--- src/hw/conv_out_config.svh ---
`ifndef CONV_OUT_CONFIG_SVH
`define CONV_OUT_CONFIG_SVH

// lanes per beat, one per MAC column
`define COLS_MAC 4

// word address of the output feature memory
`define ADDR_BITS 10

// datapath widths
`define MAC_BITS 32
`define PIX_BITS 8

// cycles from a beat to its memory write
// requant register, old-value read, write
`define ACC_LAT 3

// lower bound on beats per channel
// keeps the partial-sum read of a word behind its own write
`define MIN_CHANNEL_BEATS 4

`endif

--- src/hw/conv_types_pkg.sv ---
`default_nettype none

`include "conv_out_config.svh"

package conv_types_pkg;

	// ####################################################################
	// lane data
	// ####################################################################

	typedef logic signed [`MAC_BITS-1:0] mac_t;
	typedef logic signed [`PIX_BITS-1:0] pix_t;

	// one bit wider than a pixel, clamped again after the add
	typedef logic signed [`PIX_BITS:0] zq_t;

	typedef mac_t [`COLS_MAC-1:0] mac_lanes_t;
	typedef zq_t [`COLS_MAC-1:0] zq_lanes_t;

	// one feature memory word
	typedef pix_t [`COLS_MAC-1:0] pix_lanes_t;

	// ####################################################################
	// layer configuration and control
	// ####################################################################

	typedef struct packed {
		logic [7:0] channels;
		logic [7:0] row_len;
		logic [7:0] groups;
		logic [7:0] n;
		logic [7:0] frac;
		mac_t bias;
		logic [7:0] base;
	} cfg_t;

	typedef enum logic [2:0] {
		IDLE,
		LOAD,
		RUN,
		DRAIN,
		DONE
	} seq_state_t;

endpackage

`default_nettype wire

--- src/hw/of_bus_pkg.sv ---
`default_nettype none

`include "conv_out_config.svh"

package of_bus_pkg;

	// word address, shared by all lane banks
	typedef logic [`ADDR_BITS-1:0] of_addr_t;

	// read port owners, ACC has priority
	typedef enum logic {
		ACC,
		HOST
	} requester_t;

endpackage

`default_nettype wire

--- src/hw/of_bus_if.sv ---
`default_nettype none

`include "conv_out_config.svh"

interface of_bus_if
	import of_bus_pkg::*;
();

	// read side
	logic rd_en;
	of_addr_t rd_addr;
	logic rd_gnt;
	logic [`COLS_MAC*`PIX_BITS-1:0] rd_data;

	// write side, completes in the cycle it is presented
	logic wr_en;
	of_addr_t wr_addr;
	logic [`COLS_MAC*`PIX_BITS-1:0] wr_data;

	modport requester (
		output rd_en,
		output rd_addr,
		input rd_gnt,
		input rd_data,
		output wr_en,
		output wr_addr,
		output wr_data
	);

	modport memory (
		input rd_en,
		input rd_addr,
		output rd_gnt,
		output rd_data,
		input wr_en,
		input wr_addr,
		input wr_data
	);

endinterface

`default_nettype wire

--- src/hw/host_readout.sv ---
`default_nettype none

module host_readout
	import conv_types_pkg::*, of_bus_pkg::*;
(
	input logic clk,
	input logic rst,
	input logic rd_en,
	input of_addr_t rd_addr,
	output pix_lanes_t rd_data,
	output logic rd_valid,
	of_bus_if.requester bus
);

	logic pend;
	of_addr_t pend_addr;
	logic take;

	// new request once the old one is gone or granted now
	assign take = rd_en && (!pend || bus.rd_gnt);

	always_ff @(posedge clk) begin
		if (rst) begin
			pend <= 1'b0;
			rd_valid <= 1'b0;
		end else begin
			rd_valid <= pend && bus.rd_gnt;
			if (take) begin
				pend <= 1'b1;
			end else if (bus.rd_gnt) begin
				pend <= 1'b0;
			end
		end
	end

	always_ff @(posedge clk) begin
		if (take) begin
			pend_addr <= rd_addr;
		end
	end

	assign bus.rd_en = pend;
	assign bus.rd_addr = pend_addr;
	assign rd_data = bus.rd_data;

	// read-only requester
	assign bus.wr_en = 1'b0;
	assign bus.wr_addr = '0;
	assign bus.wr_data = '0;

endmodule

`default_nettype wire

--- src/flat_wrapper.sv ---
// flat-port wrapper written by rule: the top's interface ports become plain ports
module host_readout_flat import conv_types_pkg::*, of_bus_pkg::*;
  (clk, rst, rd_en, rd_addr, rd_data, rd_valid, bus_rd_en, bus_rd_addr, bus_rd_gnt, bus_rd_data, bus_wr_en, bus_wr_addr, bus_wr_data);
  of_bus_if bus_i ();
  input logic clk;
  input logic rst;
  input logic rd_en;
  input of_addr_t rd_addr;
  output pix_lanes_t rd_data;
  output logic rd_valid;
  output wire logic [$bits(bus_i.rd_en)-1:0] bus_rd_en;
  output wire logic [$bits(bus_i.rd_addr)-1:0] bus_rd_addr;
  input wire logic [$bits(bus_i.rd_gnt)-1:0] bus_rd_gnt;
  input wire logic [$bits(bus_i.rd_data)-1:0] bus_rd_data;
  output wire logic [$bits(bus_i.wr_en)-1:0] bus_wr_en;
  output wire logic [$bits(bus_i.wr_addr)-1:0] bus_wr_addr;
  output wire logic [$bits(bus_i.wr_data)-1:0] bus_wr_data;
  assign bus_rd_en = bus_i.rd_en;
  assign bus_rd_addr = bus_i.rd_addr;
  assign bus_i.rd_gnt = bus_rd_gnt;
  assign bus_i.rd_data = bus_rd_data;
  assign bus_wr_en = bus_i.wr_en;
  assign bus_wr_addr = bus_i.wr_addr;
  assign bus_wr_data = bus_i.wr_data;
  host_readout u_core (.clk(clk), .rst(rst), .rd_en(rd_en), .rd_addr(rd_addr), .rd_data(rd_data), .rd_valid(rd_valid), .bus(bus_i));
endmodule
--- config.mk ---
export PLATFORM = sky130hd
export DESIGN_NAME = host_readout_flat
export DESIGN_NICKNAME = d
export VERILOG_FILES = /design/src/hw/conv_types_pkg.sv /design/src/hw/of_bus_pkg.sv /design/src/hw/of_bus_if.sv /design/src/hw/host_readout.sv /design/src/flat_wrapper.sv
export VERILOG_INCLUDE_DIRS = /design/src /design/src/hw
export SDC_FILE = /design/constraint.sdc
export NUM_CORES = 1
export LEC_CHECK = 0
export BUFFER_PORTS_ARGS = -buffer_cell sky130_fd_sc_hd__buf_2
export CAP_MARGIN = 15
export CORE_MARGIN = 5
export CORE_UTILIZATION = 30
export CTS_CLUSTER_DIAMETER = 50
export DETAILED_ROUTE_END_ITERATION = 8
export MAX_ROUTING_LAYER = met4
export PLACE_DENSITY = 0.8
export SLEW_MARGIN = 40
export SYNTH_ARGS = -nofsm -noshare
export SYNTH_HDL_FRONTEND = slang
export SYNTH_SLANG_ARGS = --single-unit
--- constraint.sdc ---
create_clock -name clk -period 1.3 [get_ports clk]
set_input_delay 0.195 -clock clk [delete_from_list [all_inputs] [get_ports clk]]
set_output_delay 0.195 -clock clk [all_outputs]
set_load 0.005 [all_outputs]
==> impl_metrics.env, run 1 <==
export IMPL_worstSetupPathType="reg2reg"
export IMPL_synth_mux_area_share_pct=0
export IMPL_cp_arrival_ns=1.05
export IMPL_grt_first_pass_wirelength_um=1380
export IMPL_post_route_drc_count=0
export IMPL_synth_seq_area_share_pct=36.36
export IMPL_ys_types=10
export IMPL_layout_worst_path_cycle_share_pct=86.55
export IMPL_main_combinational_cell_family_by_area_after_synthesis="buffers and inverters"
export IMPL_numPortBuffers=25
export IMPL_synthCells=94
export IMPL_yosys_register_bits=12
export IMPL_final_common_cell="sky130_fd_sc_hd__conb_1"
export IMPL_cts_buffers=3
export IMPL_power_density_nw_per_um2=1086
export IMPL_synth_compound_area_share_pct=0.5348
export IMPL_insertedDiodeCount=0
export IMPL_clock_sinks=12
export IMPL_clock_network_fraction_of_total_power_pct=34.5
export IMPL_sw_frac_of_total_pct=21.03
export IMPL_nNetsFinal=137
export IMPL_clock_tree_from_tritoncts="yes"
export IMPL_drv_cap=0
export IMPL_net_switching_power_uw=170.6
export IMPL_setup_tns_final_ns=0
export IMPL_power_share_sequential_pct=55.0
export IMPL_synthAdderAreaFrac_pct=0
export IMPL_most_common_layout_cells="sky130_fd_sc_hd__conb_1 (43), sky130_fd_sc_hd__buf_2 (25), sky130_fd_sc_hd__edfxtp_1 (10), sky130_fd_sc_hd__clkbuf_4 (3), sky130_fd_sc_hd__dfxtp_1 (2)"
export IMPL_crit_path_cell_trace="nand2b_1 -> and2_1"
export IMPL_viasPerCell=3.060
export IMPL_post_dp_cell_area_um2=710.7
export IMPL_status="complete, no violations"
export IMPL_routed_wire_length_per_instance_um=9.336
export IMPL_clock_skew_ns=0.004501
export IMPL_yosys_area_share_xor_xnor_pct=0
export IMPL_core_area_um2=3028
export IMPL_final_setup_viol_count=0
export IMPL_grtUsageTotal_pct=4.649
export IMPL_simple_gate_area_share_of_the_yosys_netlist_pct=2.139
export IMPL_cell_internal_pwr_uw=640.7
export IMPL_post_cts_hold_buffer_count=0
export IMPL_worst_skew_pair_late_latency_ns=0.26
export IMPL_maxClockFrequency_ghz=0.8888
export IMPL_layout_min_cycle_time_ns=1.125
export IMPL_initial_utilization_pct=30.91
export IMPL_p_leak_nw=0.3885
export IMPL_dp_cells=130
export IMPL_comb_power_share_pct=10.5
export IMPL_cpPeakStageDelay_ns=0.38
export IMPL_routed_via_count=410
export IMPL_post_cts_repair_setup_buffers=0
export IMPL_avgSynthCellArea_um2=9.956
export IMPL_fin_util_pct=24.67
export IMPL_cts_resized=0
export IMPL_die_area_um2=4337
export IMPL_clock_path_buffers=2
export IMPL_ys_warnings_count=0
export IMPL_std_cell_rows=20
export IMPL_final_design_area_no_fill_um2=747.0
export IMPL_first_global_vias=320
export IMPL_hpwlAfterDp_um=1105
export IMPL_worstPathBufferInverterCount=0
export IMPL_floorplan_die_width_um=65.86
export IMPL_finish_cell_count_without_fillers=134
export IMPL_chipHeight_um=65.86
export IMPL_critical_path_required_ns=1.22
export IMPL_drtPass1Iterations=2
export IMPL_count_of_pins_over_their_slew_limit=0
export IMPL_ctsHtreeMaxLevel=1
export IMPL_crit_path_end_kind="flip-flop"
export IMPL_path_clk_slew_ns=0.07
export IMPL_drt_antenna_violating_nets=0
export IMPL_hold_path_class="in2reg"
export IMPL_hold_viol=0
export IMPL_drive_above_1_share_pct=32.22
export IMPL_drt_wl_total_um=1251
export IMPL_gr_total_overflow=0
export IMPL_grt_antenna_before_repair=0
export IMPL_ios=133
export IMPL_ir_drop_worst_case_vdd_uv=167.8
export IMPL_setup_worst_path_start_class="flip-flop"
export IMPL_cts_root_buf="sky130_fd_sc_hd__clkbuf_4"
export IMPL_rsz_0062_raised_after_global_routing="false"
export IMPL_detail_route_iter0_violations=30
export IMPL_worst_path_dominant_cell_family="simple AND/OR/NAND/NOR gates"
export IMPL_grt_start_max_net_pins=11
export IMPL_timing_critical_path_fanout_max=10
export IMPL_mappedNetlistArea_um2=935.9
export IMPL_critical_path_slowest_cell="sky130_fd_sc_hd__and2_1"
export IMPL_fin_total_pwr_uw=811.3
export IMPL_place_congestion=0.5802
export IMPL_area_growth_from_synthesis_to_layout_pct=-20.19
[sequential cells by signal, summed over array words and instances, names as in the netlist]
register / count
u_core.bus.rd_addr: 10
u_core.bus.rd_en: 1
u_core.rd_valid: 1
[Yosys cell counts, drive strengths merged]
cell / instances / area (µm²)
nor2: 1 / 3.750
edfxtp: 10 / 300.3
nand2: 1 / 3.750
buf: 75 / 563.0
dfxtp: 2 / 40.04
a21oi: 1 / 5.000
and2: 1 / 6.260
inv: 1 / 3.750
conb: 1 / 3.750
nand2b: 1 / 6.260
[logic make-up (layout without fill, tap and decap cells)]
family	after synthesis	count (layout)
buf+inv	76	30
flops	12	12
simple gates	4	4
other cells	1	43
compound gates	1	1
[worst paths after layout]
check	from	endpoint	slack, ns	depth (start not counted)
setup / recovery	u_core.bus.rd_en$_SDFFE_PP0P_	u_core.bus.rd_addr[9]$_DFFE_PP_	0.17	2
setup reg to reg	u_core.bus.rd_en$_SDFFE_PP0P_	u_core.bus.rd_addr[9]$_DFFE_PP_	0.17	2
hold reg to reg	u_core.bus.rd_en$_SDFFE_PP0P_	u_core.rd_valid$_SDFF_PP0_	0.45	2
hold / removal	rst	u_core.rd_valid$_SDFF_PP0_	0.09	2
[stage by stage]
step / hold WS, ns / worst slack (ns)
floorplan: 0.2641 / 0.2499
global placement: 0.3712 / 0.2006
detailed placement: 0.3719 / 0.1640
CTS: 0.08396 / 0.1580
global route: 0.07234 / 0.07868
finish: 0.09439 / 0.1749
[power by group through the flow]
| stage | logic, mW | clock network (mW) | registers, mW |
|---|---|---|---|
| 3_3_place_gp | 0.0795 | 0 | 0.454 |
| 4_1_cts | 0.0822 | 0.290 | 0.446 |
| 6_report | 0.0849 | 0.280 | 0.446 |
| 5_1_grt | 0.0965 | 0.323 | 0.447 |
| 3_5_place_dp | 0.0820 | 0 | 0.455 |
| 2_1_floorplan | 0.211 | 0 | 0.459 |
[per-layer routing]
layer  global-route usage [%]  vias up  wire (µm)
li1                         -      166          -
met1                    2.503      166        259
met2                    6.008       70        531
met3                    5.272        8        425
met4                    6.218        0         34
met5                        -        -          0
[area by class of cell]
class | instances | area [µm²]
well taps | 44 | 55.05
clock buffers | 4 | 36.28
repair buffers | 25 | 125.1
flip-flops and latches | 12 | 340.3
fillers | 317 | 2281
multi-input cells | 48 | 186.4
inverters | 1 | 3.754
[worst register-to-register path: stages (launching register included)]
cell and delay, ns:
sky130_fd_sc_hd__dfxtp_1 0.32, sky130_fd_sc_hd__nand2b_1 0.08, sky130_fd_sc_hd__and2_1 0.38
Power figures use the tool's default switching activity.
==> run 2: changes to the inputs <==
==> constraint.sdc (replaced) <==
create_clock -name clk -period 1.3 [get_ports clk]
set_input_delay 0 -clock clk [delete_from_list [all_inputs] [get_ports clk]]
set_output_delay 0 -clock clk [all_outputs]
set_load 0.005 [all_outputs]
==> run 2 against run 1 <==
  * Clock power about the same
  * Setup slack better by 0.026 ns
  * Sequential power about the same
  * Power up 4.1%
  * Final cell count up 9.7%
  * Final area up 18%
  * Critical path type is now in2reg
  * Register-to-register slack better by 0.12 ns
  * Routed wire length up 21%
  * Sequential share of layout area down 6.9 points
==> impl_metrics.env, run 2 (synthesis results as in run 1) <==
export IMPL_clock_path_buffers=2
export IMPL_detail_route_iter0_violations=23
export IMPL_rsz_0062_raised_after_global_routing="false"
export IMPL_crit_path_start="bus_rd_gnt"
export IMPL_setup_tns_final_ns=0
export IMPL_final_setup_viol_count=0
export IMPL_clock_sinks=12
export IMPL_count_of_pins_over_their_slew_limit=0
export IMPL_worst_skew_pair_late_latency_ns=0.26
export IMPL_path_clk_slew_ns=0.07
export IMPL_first_global_vias=434
export IMPL_grtUsageTotal_pct=5.900
export IMPL_critical_path_required_ns=1.30
export IMPL_cts_root_buf="sky130_fd_sc_hd__clkbuf_4"
export IMPL_layout_filler_cells=301
export IMPL_gr_total_overflow=0
export IMPL_final_common_cell="sky130_fd_sc_hd__conb_1"
export IMPL_drt_antenna_violating_nets=0
export IMPL_nNetsFinal=150
export IMPL_min_delay_path_depth=0
export IMPL_sw_frac_of_total_pct=20.96
export IMPL_hold_path_class="in2out"
export IMPL_ctsHtreeMaxLevel=1
export IMPL_drv_cap=0
export IMPL_power_share_sequential_pct=52.8
export IMPL_status="complete, no violations"
export IMPL_worstSetupPathType="in2reg"
export IMPL_timing_critical_path_fanout_max=10
export IMPL_die_area_um2=4337
export IMPL_routed_wire_length_per_instance_um=10.31
export IMPL_std_cell_rows=20
export IMPL_cell_internal_pwr_uw=667.5
export IMPL_place_congestion=0.5843
export IMPL_maxClockFrequency_ghz=0.9100
export IMPL_critical_path_slowest_cell="sky130_fd_sc_hd__dlygate4sd3_1"
export IMPL_insertedDiodeCount=0
export IMPL_final_design_area_no_fill_um2=880.8
export IMPL_net_switching_power_uw=177.1
export IMPL_crit_path_cell_trace="dlygate4sd3_1 -> buf_2 -> nand2b_1 -> and2_2"
export IMPL_clock_network_fraction_of_total_power_pct=33.1
export IMPL_numPortBuffers=25
export IMPL_grt_antenna_before_repair=0
export IMPL_post_route_drc_count=0
export IMPL_worst_hold_startpoint="bus_rd_data[30]"
export IMPL_hpwlAfterDp_um=1093
export IMPL_hold_viol=0
export IMPL_grt_first_pass_wirelength_um=1828
export IMPL_drtPass1Iterations=4
export IMPL_cpPeakStageDelay_ns=0.54
export IMPL_drive_above_1_share_pct=29.13
export IMPL_p_leak_nw=0.4562
export IMPL_grt_start_max_net_pins=11
export IMPL_worstReg2RegEnd="u_core.bus.rd_addr[0]$_DFFE_PP_"
export IMPL_clock_tree_from_tritoncts="yes"
export IMPL_initial_utilization_pct=30.91
export IMPL_cp_arrival_ns=1.10
export IMPL_clock_skew_ns=0.006032
export IMPL_post_dp_cell_area_um2=710.7
export IMPL_timing_hold_worst_endpoint="rd_data[30]"
export IMPL_layout_worst_path_cycle_share_pct=84.53
export IMPL_cts_buffers=3
export IMPL_largest_reg_flops=10
export IMPL_ios=133
export IMPL_core_area_um2=3028
export IMPL_ir_drop_worst_case_vdd_uv=194.5
export IMPL_layout_min_cycle_time_ns=1.099
export IMPL_crit_path_end_kind="flip-flop"
export IMPL_post_cts_repair_setup_buffers=0
export IMPL_setup_worst_path_start_class="primary input"
export IMPL_drt_wl_total_um=1515
export IMPL_viasPerCell=3.259
export IMPL_routed_via_count=479
export IMPL_timing_reg2reg_worst_path_depth=2
export IMPL_comb_power_share_pct=14.1
export IMPL_area_growth_from_synthesis_to_layout_pct=-5.882
export IMPL_most_common_layout_cells="sky130_fd_sc_hd__conb_1 (43), sky130_fd_sc_hd__buf_2 (25), sky130_fd_sc_hd__dlygate4sd3_1 (12), sky130_fd_sc_hd__edfxtp_1 (10), sky130_fd_sc_hd__clkbuf_4 (3)"
export IMPL_reg2reg_setup_slack_ns=0.29
export IMPL_reg2reg_from="u_core.bus.rd_en$_SDFFE_PP0P_"
export IMPL_chipHeight_um=65.86
export IMPL_floorplan_die_width_um=65.86
export IMPL_power_density_nw_per_um2=958.9
## run 2: cell types whose count changed in the layout (fill, tap and decap cells not counted)
cell / previous run / this run
sky130_fd_sc_hd__dlygate4sd3_1: 0 / 12
sky130_fd_sc_hd__and2_1: 1 / 0
sky130_fd_sc_hd__and2_2: 0 / 1
sky130_fd_sc_hd__dlymetal6s4s_1: 0 / 1
## run 2: per-stage QoR
step	utilization [%]	cells	power (mW)	hold WS (ns)	setup WS, ns
final	29.09	147	0.8446	0.000001877	0.2011
after global routing	29.09	147	0.8892	0.00001001	0.1554
after global placement	23.47	130	0.5338	0.00003458	0.2118
after detailed placement	23.47	130	0.5369	0.00003458	0.1712
after CTS	28.97	147	0.8440	0.00003458	0.03452
after floorplan	-	136	0.6698	0.06907	0.2499
## run 2: how the worst max path moves through the flow
stage	end	slack [ns]	depth (start not counted)
4_1_cts	u_core.bus.rd_en$_SDFFE_PP0P_	0.03	5
6_report	u_core.bus.rd_addr[0]$_DFFE_PP_	0.20	4
3_5_place_dp	u_core.bus.rd_addr[0]$_DFFE_PP_	0.17	2
5_1_grt	u_core.bus.rd_addr[4]$_DFFE_PP_	0.16	4
3_3_place_gp	u_core.bus.rd_addr[0]$_DFFE_PP_	0.21	2
2_1_floorplan	u_core.bus.rd_addr[0]$_DFFE_PP_	0.25	2
## run 2: final cells by class
| type | count | area (µm²) | area share [%] |
|---|---|---|---|
| tap | 44 | 55.05 | 6.250 |
| inverter | 1 | 3.754 | 0.4261 |
| multi-input combinational | 48 | 187.7 | 21.31 |
| clock buffer | 4 | 36.28 | 4.119 |
| sequential | 12 | 340.3 | 38.64 |
| timing repair buffer | 38 | 257.7 | 29.26 |
## run 2: worst max-delay path, delay by kind of cell
family | cells | cell delay, ns
AND/OR/NAND/NOR | 2 | 0.43
buffers and inverters | 2 | 0.67
## run 2: layer usage
layer | wire [µm] | track usage [%]
met1 | 351 | 3.347
met5 | 0 | -
met2 | 721 | 10.01
met4 | 55 | 5.440
met3 | 385 | 4.762
## run 2: power by group through the flow
| stage | combinational [mW] | clock, mW | sequential (mW) |
|---|---|---|---|
| final | 0.119 | 0.279 | 0.446 |
| after CTS | 0.113 | 0.285 | 0.446 |
| after global routing | 0.134 | 0.307 | 0.448 |
| after floorplan | 0.211 | 0 | 0.459 |
| after detailed placement | 0.0820 | 0 | 0.455 |
| after global placement | 0.0795 | 0 | 0.454 |
## run 2: timing repair
item | 4_1_cts | 5_1_grt
hold endpoints to repair | 12 | 0
hold buffers | 13 | 0
resized for setup | 0 | 2
endpoints found under the setup margin | 0 | 9
==> run 3: changes to the inputs <==
ABC_AREA = 1   (was default)
clock period = 1.1 ns   (was 1.3 ns; I/O delays follow)
==> run 3 against run 2 <==
  * Power up 12%
  * Critical path depth up 1
  * Combinational power up 26%
  * Clock skew down 0.0035 ns
  * Synthesized area up 0.40%
  * Die area up 0.33%
  * Setup slack worse by 0.12 ns
  * Sequential share of layout area down 0.16 points
  * First-iteration DRC count down 22%
  * Sequential power up 19%
  * Sequential cell count unchanged
  * Non-clock buffer count unchanged
  * Highest routed layer unchanged
==> impl_metrics.env, run 3 <==
export IMPL_grtUsageTotal_pct=5.782
export IMPL_yosysTopAreaCellShare_pct=59.92
export IMPL_ys_flop_type="sky130_fd_sc_hd__edfxtp_1"
export IMPL_status="complete, no violations"
export IMPL_ctsHtreeMaxLevel=1
export IMPL_nNetsFinal=151
export IMPL_worstSetupPathType="in2reg"
export IMPL_worst_path_dominant_cell_family="buffers and inverters"
export IMPL_worstPathBufferInverterCount=4
export IMPL_cpPeakStageDelay_ns=0.52
export IMPL_core_area_um2=3028
export IMPL_cts_buffers=3
export IMPL_layout_worst_path_cycle_share_pct=92.30
export IMPL_rsz_0062_raised_after_global_routing="false"
export IMPL_layout_min_cycle_time_ns=1.015
export IMPL_post_cts_repair_setup_buffers=0
export IMPL_setup_slack_ns=0.08465
export IMPL_ys_async_sr_fraction_pct=0
export IMPL_yosys_register_bits=12
export IMPL_synth_area_leaders="sky130_fd_sc_hd__buf_4 (60%), sky130_fd_sc_hd__edfxtp_1 (32%), sky130_fd_sc_hd__dfxtp_1 (4.3%), sky130_fd_sc_hd__a21oi_2 (0.93%), sky130_fd_sc_hd__inv_1 (0.80%)"
export IMPL_mappedNetlistArea_um2=939.7
export IMPL_viasPerCell=3.277
export IMPL_clock_path_buffers=2
export IMPL_chipHeight_um=65.97
export IMPL_post_synth_most_frequent_cells="sky130_fd_sc_hd__buf_4 (75), sky130_fd_sc_hd__edfxtp_1 (10), sky130_fd_sc_hd__dfxtp_1 (2), sky130_fd_sc_hd__inv_1 (2), sky130_fd_sc_hd__nand2_1 (2)"
export IMPL_timing_critical_path_fanout_max=10
export IMPL_comb_power_share_pct=15.8
export IMPL_std_cell_rows=20
export IMPL_numPortBuffers=25
export IMPL_most_common_layout_cells="sky130_fd_sc_hd__conb_1 (43), sky130_fd_sc_hd__buf_2 (25), sky130_fd_sc_hd__dlygate4sd3_1 (12), sky130_fd_sc_hd__edfxtp_1 (10), sky130_fd_sc_hd__clkbuf_4 (3)"
export IMPL_hold_viol=0
export IMPL_maxClockFrequency_ghz=0.9849
export IMPL_place_congestion=0.6404
export IMPL_setup_worst_path_start_class="primary input"
export IMPL_cell_internal_pwr_uw=734.1
export IMPL_drt_antenna_violating_nets=0
export IMPL_largest_reg_flops=10
export IMPL_cts_root_buf="sky130_fd_sc_hd__clkbuf_4"
export IMPL_drt_wl_total_um=1523
export IMPL_worst_skew_pair_late_latency_ns=0.27
export IMPL_net_switching_power_uw=212.3
export IMPL_clock_skew_ns=0.002575
export IMPL_final_common_cell="sky130_fd_sc_hd__conb_1"
export IMPL_synthCells=95
export IMPL_gr_total_overflow=0
export IMPL_hpwlAfterDp_um=1125
export IMPL_first_global_vias=383
export IMPL_area_growth_from_synthesis_to_layout_pct=-5.859
export IMPL_ys_warnings_count=0
export IMPL_post_route_drc_count=0
export IMPL_sw_frac_of_total_pct=22.43
export IMPL_synth_area_leader_cell="sky130_fd_sc_hd__buf_4"
export IMPL_clock_sinks=12
export IMPL_grt_first_pass_wirelength_um=1807
export IMPL_crit_path_cell_trace="dlygate4sd3_1 -> buf_2 -> inv_1 -> a21oi_2 -> buf_12"
export IMPL_avgSynthCellArea_um2=9.891
export IMPL_routed_wire_length_per_instance_um=10.29
export IMPL_synth_enable_flop_cells=10
export IMPL_ios=133
export IMPL_power_share_sequential_pct=55.9
export IMPL_critical_path_slowest_cell="sky130_fd_sc_hd__dlygate4sd3_1"
export IMPL_ir_drop_worst_case_vdd_uv=259.3
export IMPL_critical_path_required_ns=1.09
export IMPL_clock_network_fraction_of_total_power_pct=28.3
export IMPL_place_worst_setup_slack_ns=0.1478
export IMPL_ys_types=9
export IMPL_hold_path_class="in2out"
export IMPL_drv_cap=0
export IMPL_routed_via_count=485
export IMPL_setup_tns_final_ns=0
export IMPL_grt_antenna_before_repair=0
export IMPL_die_area_um2=4351
export IMPL_grt_start_max_net_pins=11
export IMPL_floorplan_die_width_um=65.97
export IMPL_insertedDiodeCount=0
export IMPL_initial_utilization_pct=31.03
export IMPL_final_setup_viol_count=0
export IMPL_crit_path_end_kind="flip-flop"
export IMPL_count_of_pins_over_their_slew_limit=0
export IMPL_cp_arrival_ns=1.00
export IMPL_power_density_nw_per_um2=1070
export IMPL_clock_tree_from_tritoncts="yes"
export IMPL_drive_above_1_share_pct=29.81
export IMPL_drtPass1Iterations=2
export IMPL_detail_route_iter0_violations=18
export IMPL_post_synth_top_count_cell="sky130_fd_sc_hd__buf_4"
export IMPL_synth_seq_area_share_pct=36.22
export IMPL_p_leak_nw=0.4463
export IMPL_path_clk_slew_ns=0.06
-- run 3: cell types whose count changed after synthesis, sizes merged --
| cell | before | now |
|---|---|---|
| a21oi | 1 | 2 |
| and2 | 1 | 0 |
| nand2b | 1 | 0 |
| inv | 1 | 2 |
| nand2 | 1 | 2 |
-- run 3: layout make-up --
| cell class | instances | area [µm²] |
|---|---|---|
| fillers | 308 | 2143 |
| flip-flops and latches | 12 | 340.3 |
| clock buffers | 4 | 26.28 |
| repair buffers | 38 | 265.3 |
| well taps | 44 | 55.05 |
| multi-input cells | 48 | 190.2 |
| inverters | 2 | 7.507 |
-- run 3: final timing paths --
kind / start / endpoint / slack, ns / cells after the start
worst max register to register: u_core.bus.rd_en$_SDFFE_PP0P_ / u_core.bus.rd_addr[2]$_DFFE_PP_ / 0.14 / 2
worst min register to register: u_core.bus.rd_en$_SDFFE_PP0P_ / u_core.rd_valid$_SDFF_PP0_ / 0.47 / 2
worst max-delay path: bus_rd_gnt / u_core.bus.rd_addr[2]$_DFFE_PP_ / 0.08 / 5
worst min-delay path: bus_rd_data[31] / rd_data[31] / 0.000002 / 0
-- run 3: power groups by stage --
stage,sequential (mW),combinational [mW],clock [mW]
after global placement,0.538,0.108,0
after floorplan,0.544,0.252,0
final,0.529,0.150,0.268
after CTS,0.529,0.144,0.275
after global routing,0.531,0.168,0.301
after detailed placement,0.539,0.110,0
-- run 3: cell families after synthesis --
kind of cell | synth area share [%]
buf+inv | 60.72
flops | 36.22
simple gates | 1.198
compound gates | 1.464
other cells | 0.3991
-- run 3: metrics by stage --
| stage | instance area (µm²) | total power, mW | std cells | utilization, % | hold slack (ns) |
|---|---|---|---|---|---|
| 2_1_floorplan | 1101 | 0.7952 | 137 | - | 0.06244 |
| 3_3_place_gp | 738.2 | 0.6464 | 132 | 24.38 | 0.00003458 |
| 3_5_place_dp | 738.2 | 0.6488 | 132 | 24.38 | 0.00003458 |
| 4_1_cts | 884.6 | 0.9480 | 148 | 29.21 | 0.00003458 |
| 5_1_grt | 884.6 | 1.001 | 148 | 29.21 | 0.00001001 |
| 6_report | 884.6 | 0.9464 | 148 | 29.21 | 0.000002008 |
-- run 3: what timing repair did --
| item | CTS | global route |
|---|---|---|
| hold endpoints to repair | 12 | 0 |
| gates resized for setup | 0 | 0 |
| hold buffers | 12 | 0 |
-- run 3: routing by layer --
layer	vias to the layer above	GRT usage (%)	share of wire, %
li1	196	-	-
met1	206	3.818	24
met2	69	9.512	48
met3	14	4.082	24
met4	0	5.584	3.6
met5	-	-	0
